### config.mk
export PLATFORM = sky130hd
export DESIGN_NAME = axi_read_top
export DESIGN_NICKNAME = d
export VERILOG_FILES = /design/src/verilog/axi_read_pkg.sv /design/src/verilog/transfer_controller.sv /design/src/verilog/burst_align.sv /design/src/verilog/simple_axi_read.sv /design/src/verilog/axi_read_top.sv
export VERILOG_INCLUDE_DIRS = /design/src /design/src/verilog
export SDC_FILE = /design/constraint.sdc
export NUM_CORES = 1
export LEC_CHECK = 0
export BUFFER_PORTS_ARGS = -buffer_cell sky130_fd_sc_hd__buf_2
export CORE_ASPECT_RATIO = 0.9
export CORE_MARGIN = 2
export CORE_UTILIZATION = 55
export DETAILED_ROUTE_END_ITERATION = 10
export GPL_ROUTABILITY_DRIVEN = 0
export PLACE_DENSITY = 0.79
export SYNTH_ARGS = -nofsm -noshare
export SYNTH_HDL_FRONTEND = slang
export SYNTH_SLANG_ARGS = --single-unit
export TNS_END_PERCENT = 50
### constraint.sdc
create_clock -name clk -period 8.5 [get_ports clk]
set_clock_uncertainty 0.2 [all_clocks]
set_input_delay 0.85 -clock clk [delete_from_list [all_inputs] [get_ports clk]]
set_output_delay 0.85 -clock clk [all_outputs]
set_load 0.02 [all_outputs]
### src/verilog/axi_read_params.svh
`ifndef AXI_READ_PARAMS_SVH
`define AXI_READ_PARAMS_SVH

// Bus widths
`define AXI_ADDR_W 32
`define AXI_DATA_W 32
`define AXI_STRB_W 4
`define OFFSET_W   2
`define AXI_ID_W   4
`define AXI_LEN_W  8

// Request byte count
`define LEN_W 12

// Burst limits
`define MAX_BEATS 16
`define BOUNDARY  4096   // Bytes per page, bursts stay inside one

// Fixed AR field values
`define AXI_SIZE_VAL   3'b010   // 4 bytes per beat
`define AXI_BURST_INCR 2'b01
`define AXI_CACHE_VAL  4'h2
`define AXI_PROT_VAL   3'b010

`endif

### src/verilog/axi_read_pkg.sv
`include "axi_read_params.svh"

package axi_read_pkg;

  // Byte-oriented read request
  typedef struct packed {
    logic [`AXI_ADDR_W-1:0] addr;
    logic [`LEN_W-1:0]      len;   // Bytes
  } rd_req_t;

  // AR channel payload, handshake bits travel separately
  typedef struct packed {
    logic [`AXI_ID_W-1:0]   id;
    logic [`AXI_ADDR_W-1:0] addr;
    logic [`AXI_LEN_W-1:0]  len;
    logic [2:0]             size;
    logic [1:0]             burst;
    logic                   lock;
    logic [3:0]             cache;
    logic [2:0]             prot;
    logic [3:0]             qos;
  } ar_chan_t;

  // R channel payload
  typedef struct packed {
    logic [`AXI_ID_W-1:0]   id;
    logic [`AXI_DATA_W-1:0] data;
    logic [1:0]             resp;
    logic                   last;
  } r_chan_t;

  typedef struct packed {
    logic [`AXI_DATA_W-1:0] data;
    logic                   last;
  } out_word_t;

  // One burst as planned by the controller
  typedef struct packed {
    logic [`AXI_ADDR_W-1:0] addr;
    logic [`AXI_LEN_W-1:0]  len;
    logic                   last;   // Final burst of the transfer
  } burst_plan_t;

endpackage

### src/verilog/transfer_controller.sv
`timescale 1ns/1ps
`include "axi_read_params.svh"

module transfer_controller (
  input  logic                      clk,
  input  logic                      rst,
  input  logic                      transfer_start,
  input  axi_read_pkg::rd_req_t     req,
  input  logic                      burst_start,
  output axi_read_pkg::burst_plan_t plan
);
  import axi_read_pkg::*;

  localparam int CNT_W  = `LEN_W + 1;
  localparam int ADDR_W = `AXI_ADDR_W;
  localparam int PAGE_W = $clog2(`BOUNDARY);

  logic [ADDR_W-1:0] addr_q;
  logic [CNT_W-1:0]  remaining;   // Beats still to request
  logic [CNT_W-1:0]  start_beats;
  logic [CNT_W-1:0]  edge_bytes;
  logic [CNT_W-1:0]  edge_beats;
  logic [CNT_W-1:0]  cap_beats;
  logic [CNT_W-1:0]  burst_beats;
  logic [CNT_W-1:0]  burst_len;

  // Offset plus byte count, rounded up to whole beats
  assign start_beats = (CNT_W'(req.addr[`OFFSET_W-1:0]) + CNT_W'(req.len)
                        + CNT_W'(`AXI_STRB_W - 1)) >> `OFFSET_W;

  // Room left in the current 4 KB page
  assign edge_bytes = CNT_W'(`BOUNDARY) - CNT_W'(addr_q[PAGE_W-1:0]);
  assign edge_beats = edge_bytes >> `OFFSET_W;

  assign cap_beats   = (remaining < CNT_W'(`MAX_BEATS)) ? remaining : CNT_W'(`MAX_BEATS);
  assign burst_beats = (edge_beats < cap_beats) ? edge_beats : cap_beats;
  assign burst_len   = burst_beats - 1'b1;

  always_comb begin
    plan.addr = addr_q;
    plan.len  = burst_len[`AXI_LEN_W-1:0];
    plan.last = (burst_beats == remaining);
  end

  always_ff @(posedge clk or posedge rst) begin
    if (rst) begin
      addr_q    <= '0;
      remaining <= '0;
    end else if (transfer_start) begin
      addr_q    <= {req.addr[ADDR_W-1:`OFFSET_W], {`OFFSET_W{1'b0}}};  // Beat aligned
      remaining <= start_beats;
    end else if (burst_start) begin
      addr_q    <= addr_q + (ADDR_W'(burst_beats) << `OFFSET_W);
      remaining <= remaining - burst_beats;
    end
  end

endmodule

### src/verilog/burst_align.sv
`timescale 1ns/1ps
`include "axi_read_params.svh"

module burst_align (
  input  logic                    clk,
  input  logic                    rst,
  input  logic                    start,
  input  logic [`OFFSET_W-1:0]    offset,
  input  axi_read_pkg::rd_req_t   req,
  input  logic                    beat_valid,
  input  axi_read_pkg::r_chan_t   beat,
  output logic                    out_valid,
  output axi_read_pkg::out_word_t out,
  output logic                    empty
);
  import axi_read_pkg::*;

  localparam int CNT_W  = `LEN_W + 1;
  localparam int DATA_W = `AXI_DATA_W;
  localparam int SH_W   = $clog2(DATA_W) + 1;

  logic [`OFFSET_W-1:0] off_q;
  logic [CNT_W-1:0]     words_left;
  logic [CNT_W-1:0]     beats_left;
  logic [CNT_W-1:0]     start_words;
  logic [CNT_W-1:0]     start_beats;
  logic [CNT_W-1:0]     words_next;
  logic [DATA_W-1:0]    prev;   // Last beat taken
  logic                 have_prev;
  logic                 flush_pend;
  logic [SH_W-1:0]      lo_shift;
  logic [SH_W-1:0]      hi_shift;
  logic                 emit_join;
  logic                 emit_flush;
  logic                 emit;
  logic [DATA_W-1:0]    word_d;

  assign start_words = (CNT_W'(req.len) + CNT_W'(`AXI_STRB_W - 1)) >> `OFFSET_W;
  assign start_beats = (CNT_W'(offset) + CNT_W'(req.len)
                        + CNT_W'(`AXI_STRB_W - 1)) >> `OFFSET_W;

  assign lo_shift = SH_W'(off_q) << 3;
  assign hi_shift = SH_W'(DATA_W) - lo_shift;

  always_comb begin
    emit_join  = 1'b0;
    emit_flush = 1'b0;
    word_d     = prev >> lo_shift;   // Flush word, upper bytes of held beat
    if (flush_pend) begin
      emit_flush = 1'b1;
    end else if (beat_valid && words_left != '0) begin
      if (off_q == '0) begin
        emit_join = 1'b1;
        word_d    = beat.data;
      end else if (have_prev) begin
        emit_join = 1'b1;
        word_d    = (prev >> lo_shift) | (beat.data << hi_shift);
      end
    end
  end

  assign emit       = emit_join | emit_flush;
  assign words_next = emit ? words_left - 1'b1 : words_left;
  assign empty      = (words_left == '0);

  always_ff @(posedge clk or posedge rst) begin
    if (rst) begin
      off_q      <= '0;
      words_left <= '0;
      beats_left <= '0;
      have_prev  <= 1'b0;
      flush_pend <= 1'b0;
      out_valid  <= 1'b0;
    end else if (start) begin
      off_q      <= offset;
      words_left <= start_words;
      beats_left <= start_beats;
      have_prev  <= 1'b0;
      flush_pend <= 1'b0;
      out_valid  <= 1'b0;
    end else begin
      out_valid  <= emit;
      words_left <= words_next;
      if (emit_flush) begin
        flush_pend <= 1'b0;
      end
      if (beat_valid) begin
        have_prev  <= 1'b1;
        beats_left <= beats_left - 1'b1;
        // Beats ran out one word short
        if (beats_left == CNT_W'(1) && words_next != '0) begin
          flush_pend <= 1'b1;
        end
      end
    end
  end

  always_ff @(posedge clk) begin
    if (beat_valid) begin
      prev <= beat.data;
    end
    if (emit) begin
      out.data <= word_d;
      out.last <= (words_left == CNT_W'(1));
    end
  end

endmodule

### src/verilog/simple_axi_read.sv
`timescale 1ns/1ps
`include "axi_read_params.svh"

module simple_axi_read (
  input  logic                    clk,
  input  logic                    rst,
  input  logic                    req_valid,
  input  axi_read_pkg::rd_req_t   req,
  output logic                    busy,
  output logic                    ar_valid,
  output axi_read_pkg::ar_chan_t  ar,
  input  logic                    ar_ready,
  input  logic                    r_valid,
  input  axi_read_pkg::r_chan_t   r,
  output logic                    r_ready,
  output logic                    out_valid,
  output axi_read_pkg::out_word_t out
);
  import axi_read_pkg::*;

  typedef enum logic [1:0] {
    S_IDLE,
    S_PREP,
    S_ADDR,
    S_DATA
  } state_t;

  state_t                state;
  burst_plan_t           plan;
  logic [`AXI_LEN_W-1:0] len_q;
  logic                  last_q;   // Current burst ends the transfer
  logic                  empty;
  logic                  accept;
  logic                  burst_start;
  logic                  beat_fire;

  // Held through the flush word and the last output strobe
  assign busy        = (state != S_IDLE) || !empty || out_valid;
  assign accept      = req_valid && !busy;
  assign burst_start = (state == S_ADDR) && ar_valid && ar_ready;
  assign r_ready     = (state == S_DATA);
  assign beat_fire   = r_valid && r_ready;

  transfer_controller read_controller (
    .clk            (clk),
    .rst            (rst),
    .transfer_start (accept),
    .req            (req),
    .burst_start    (burst_start),
    .plan           (plan)
  );

  burst_align aligner (
    .clk        (clk),
    .rst        (rst),
    .start      (accept),
    .offset     (req.addr[`OFFSET_W-1:0]),
    .req        (req),
    .beat_valid (beat_fire),
    .beat       (r),
    .out_valid  (out_valid),
    .out        (out),
    .empty      (empty)
  );

  always_comb begin
    ar       = '0;   // ID, lock and QoS stay zero
    ar.addr  = plan.addr;
    ar.len   = len_q;
    ar.size  = `AXI_SIZE_VAL;
    ar.burst = `AXI_BURST_INCR;
    ar.cache = `AXI_CACHE_VAL;
    ar.prot  = `AXI_PROT_VAL;
  end

  always_ff @(posedge clk or posedge rst) begin
    if (rst) begin
      state    <= S_IDLE;
      ar_valid <= 1'b0;
      len_q    <= '0;
      last_q   <= 1'b0;
    end else begin
      case (state)
        S_IDLE: begin
          if (accept) begin
            state <= S_PREP;
          end
        end
        S_PREP: begin
          ar_valid <= 1'b1;
          len_q    <= plan.len;
          last_q   <= plan.last;
          state    <= S_ADDR;
        end
        S_ADDR: begin
          if (ar_ready) begin
            ar_valid <= 1'b0;
            state    <= S_DATA;
          end
        end
        S_DATA: begin
          if (beat_fire && r.last) begin
            state <= last_q ? S_IDLE : S_PREP;
          end
        end
        default: state <= S_IDLE;
      endcase
    end
  end

endmodule

### src/verilog/axi_read_top.sv
`timescale 1ns/1ps

module axi_read_top (
  input  logic                    clk,
  input  logic                    rst,
  input  logic                    req_valid,
  input  axi_read_pkg::rd_req_t   req,
  output logic                    busy,
  output logic                    ar_valid,
  output axi_read_pkg::ar_chan_t  ar,
  input  logic                    ar_ready,
  input  logic                    r_valid,
  input  axi_read_pkg::r_chan_t   r,
  output logic                    r_ready,
  output logic                    out_valid,
  output axi_read_pkg::out_word_t out
);

  // Single read bridge, AXI master side faces the memory
  simple_axi_read bridge0 (
    .clk       (clk),
    .rst       (rst),
    .req_valid (req_valid),
    .req       (req),
    .busy      (busy),
    .ar_valid  (ar_valid),
    .ar        (ar),
    .ar_ready  (ar_ready),
    .r_valid   (r_valid),
    .r         (r),
    .r_ready   (r_ready),
    .out_valid (out_valid),
    .out       (out)
  );

endmodule

==> out/qor.txt <==
sequential area share after synthesis = 39.5%
num rows = 47
vias in the first global route = 8,673
CTS root buf = clkbuf_16
final WL = 26.3 mm
most common cell in the netlist = nor2_1
Die X-Extent = 149 µm
Setup Buffers After CTS = 0
crit start category = register
die area = 20,000 µm²
CP Data Required Time = 8.61 ns
Most used DFF post-synth = dfrtp_1
final setup TNS = 0 ns
initial antenna violation count = 0
Finished Layout Cells = 1,541
Routed WL per cell = 17.1 µm
CTS sink cnt = 151
Setup crit end kind = register
Synth Area per Inst = 8.84 µm²
first-pass GRT wire length = 42.6 mm
area leader, netlist = dfrtp_1
fin area = 11,700 µm²
number of synthesized flops with an enable pin = 65
critical path peak fanout = 9
initial drt markers = 805
final hold slack = 0.309 ns
yosys warns = 0
Yosys top cell area share = 20.7%
CP arrival = 6.48 ns
min cycle time layout = 6.37 ns
I/O Pins = 186
H-tree depth = 4
GRT overflow = 0
most instantiated cells after synthesis = nor2_1, a21oi_1, nand2_1
Seq cells post-synth = 151
CTS Hold Bufs = 0
max-cap check violation count = 0
Post-Place Cells = 1,508
Residual DRC = 0
Yosys cell types = 77
CORE AREA = 18,500 µm²
Mapped Area = 10,400 µm²
# port buffers = 156
status = finished clean
Initial Util = 56.3%
Pleak = 0.00508 µW
max frequency = 157 MHz
HPWL Detailed = 18.1 mm
Worst Setup Path Type = reg -> reg
DR pass1 iterations = 5
Cell Pwr Density = 404 nW/µm²
Clock transition at path regs = 0.07 ns
Area Growth Syn to Fin = 12.1%
Syn Inst Count = 1,175
CTS Buffer Depth = 2
post-route antenna net violation count = 0
RSZ-0062 raised after global routing = no
TritonCTS Buffers = 17
NumNets Final = 1,420
Least-Margin Pin Slew = 1.24 ns
later-pin clock latency in the skew report = 0.44 ns
Final Hold Vio Count = 0
largest net degree at the start of global routing = 69
Die Ht = 134 µm
vias per inst = 5.81
Area contributors post-synth = dfrtp_1, edfxtp_1, ha_1
asr flop ratio synth = 57.0%
VDD IR max = 0.267 mV
Resized Gates After CTS = 0
via count = 8,960
worst hold path class = reg -> reg
setup violators final = 0
Final Util = 63.1%
placed instance area = 11,000 µm²
fin crit share = 75.0%
share of cells above drive strength 1 = 17.5%
Slew HR = 17.4%
Slew Limit Fails = 0
CTS tree = built
gr usage total = 26.6%
## logic make-up (layout without fill, tap and decap cells)
| logic type | after synthesis | after routing | synth area share (%) |
|---|---|---|---|
| compound gates | 291 | 291 | 17.1 |
| xor+xnor | 77 | 77 | 6.49 |
| fa+ha+maj | 51 | 51 | 6.33 |
| buf+inv | 166 | 256 | 8.24 |
| flops | 151 | 151 | 39.5 |
| mux | 38 | 38 | 3.73 |
| other cells | 2 | 33 | 0.0723 |
| simple gates | 399 | 399 | 18.6 |
## registers in the layout, indices dropped and copies added, names as in the netlist
name	flops
bridge0.aligner.words_left	13
bridge0.state	2
bridge0.aligner.beats_left	13
bridge0.read_controller.remaining	13
bridge0.aligner.have_prev	1
bridge0.aligner.out_valid	1
bridge0.ar_valid	1
bridge0.read_controller.addr_q	30
bridge0.last_q	1
bridge0.aligner.prev	32
bridge0.aligner.flush_pend	1
bridge0.aligner.off_q	2
bridge0.len_q	8
bridge0.aligner.out	33
## layout make-up
cell class                 count  area, µm²
fill                        1593       6810
multi-input combinational    888       5560
sequential                   151       4110
timing repair buffer         166        856
clock buffer                  17        425
tap                          245        307
inverter                      58        219
clock inverter                15        175
antenna                        1       2.50
## layout by cell type (no fill, tap or decap), types with 4 or more instances in the layout
master     synthesis  routed
and2_1             6       6
mux2i_1           32      32
a21oi_1          112     112
nand2b_1           4       4
a22oi_1            8       8
nand2_1          103     103
buf_2              5     156
a21o_1             7       7
inv_1             58      57
xor2_1            22      22
nand3b_1           4       4
edfxtp_1          65      65
nor3_1            21      21
nor4_1            10      10
ha_1              47      47
nor2_1           155     155
a32o_1             8       8
xnor2_1           55      55
nand3_1           22      21
a211oi_1          10      10
and3_1            17      17
o31ai_1            6       5
o21a_1             7       7
a31oi_1           18      18
dfrtp_1           86      85
clkbuf_16          0      17
or4_1              7       7
nor2b_1            6       6
o22a_1             9       9
conb_1             2      32
mux2_2             5       5
or3_1             13      13
o22ai_1           20      20
nand4_1            5       5
clkinv_4           0       4
o21ai_0           60      60
buf_4             54      10
## worst paths after layout
| check | to | slack, ns | cells past startpoint | start |
|---|---|---|---|---|
| max in group asynchronous | bridge0.read_controller.addr_q[2] | 6.72 | 3 | rst |
| min in group asynchronous | bridge0.aligner.words_left[4] | 0.32 | 2 | rst |
| setup / recovery | bridge0.read_controller.addr_q[21] | 2.13 | 20 | bridge0.read_controller.addr_q[4] |
| setup reg to reg | bridge0.read_controller.addr_q[21] | 2.13 | 20 | bridge0.read_controller.addr_q[4] |
| hold / removal | bridge0.len_q[0] | 0.31 | 1 | bridge0.len_q[0] |
| hold reg to reg | bridge0.len_q[0] | 0.31 | 1 | bridge0.len_q[0] |
## through the flow
step                      setup WS, ns  total power [µW]
after floorplan                   3.13              3340
final                             2.13              4710
after CTS                         2.26              4680
after global placement            2.39              3800
after global routing              1.69              5070
after detailed placement          2.32              3860
## where the power goes
group	internal [µW]	switching (µW)	leakage, µW
combinational	1050	1600	0.00312
clock	463	327	0.000296
sequential	1040	234	0.00166
total	2560	2160	0.00508
## metal layers
metal | vias to the layer above | global-route usage, % | routed length, µm
met4 | 0 | 7.57 | 376
met3 | 40 | 5.54 | 2110
li1 | 4300 | - | -
met5 | - | 0 | 0
met2 | 387 | 44.1 | 12500
met1 | 4233 | 35.3 | 11300
## worst max-delay path, cell delays in order, from the launching register on
cell and delay (ns):
dfrtp_1 0.49, or3_1 0.41, nor2_1 0.28, nand2_1 0.11
xor2_1 0.17, ha_1 0.31, o21ai_0 0.07, o21ai_0 0.37
nand2_1 0.32, nand2_1 0.21, mux2i_1 0.53, ha_1 0.37
o21ai_0 0.25, o21ai_0 0.13, a21oi_1 0.44, o21ai_0 0.21
o311ai_1 0.41, o21a_1 0.54, nor3_1 0.15, xnor2_1 0.18
a21oi_1 0.08
No activity file was read; power rests on OpenSTA's default activity.
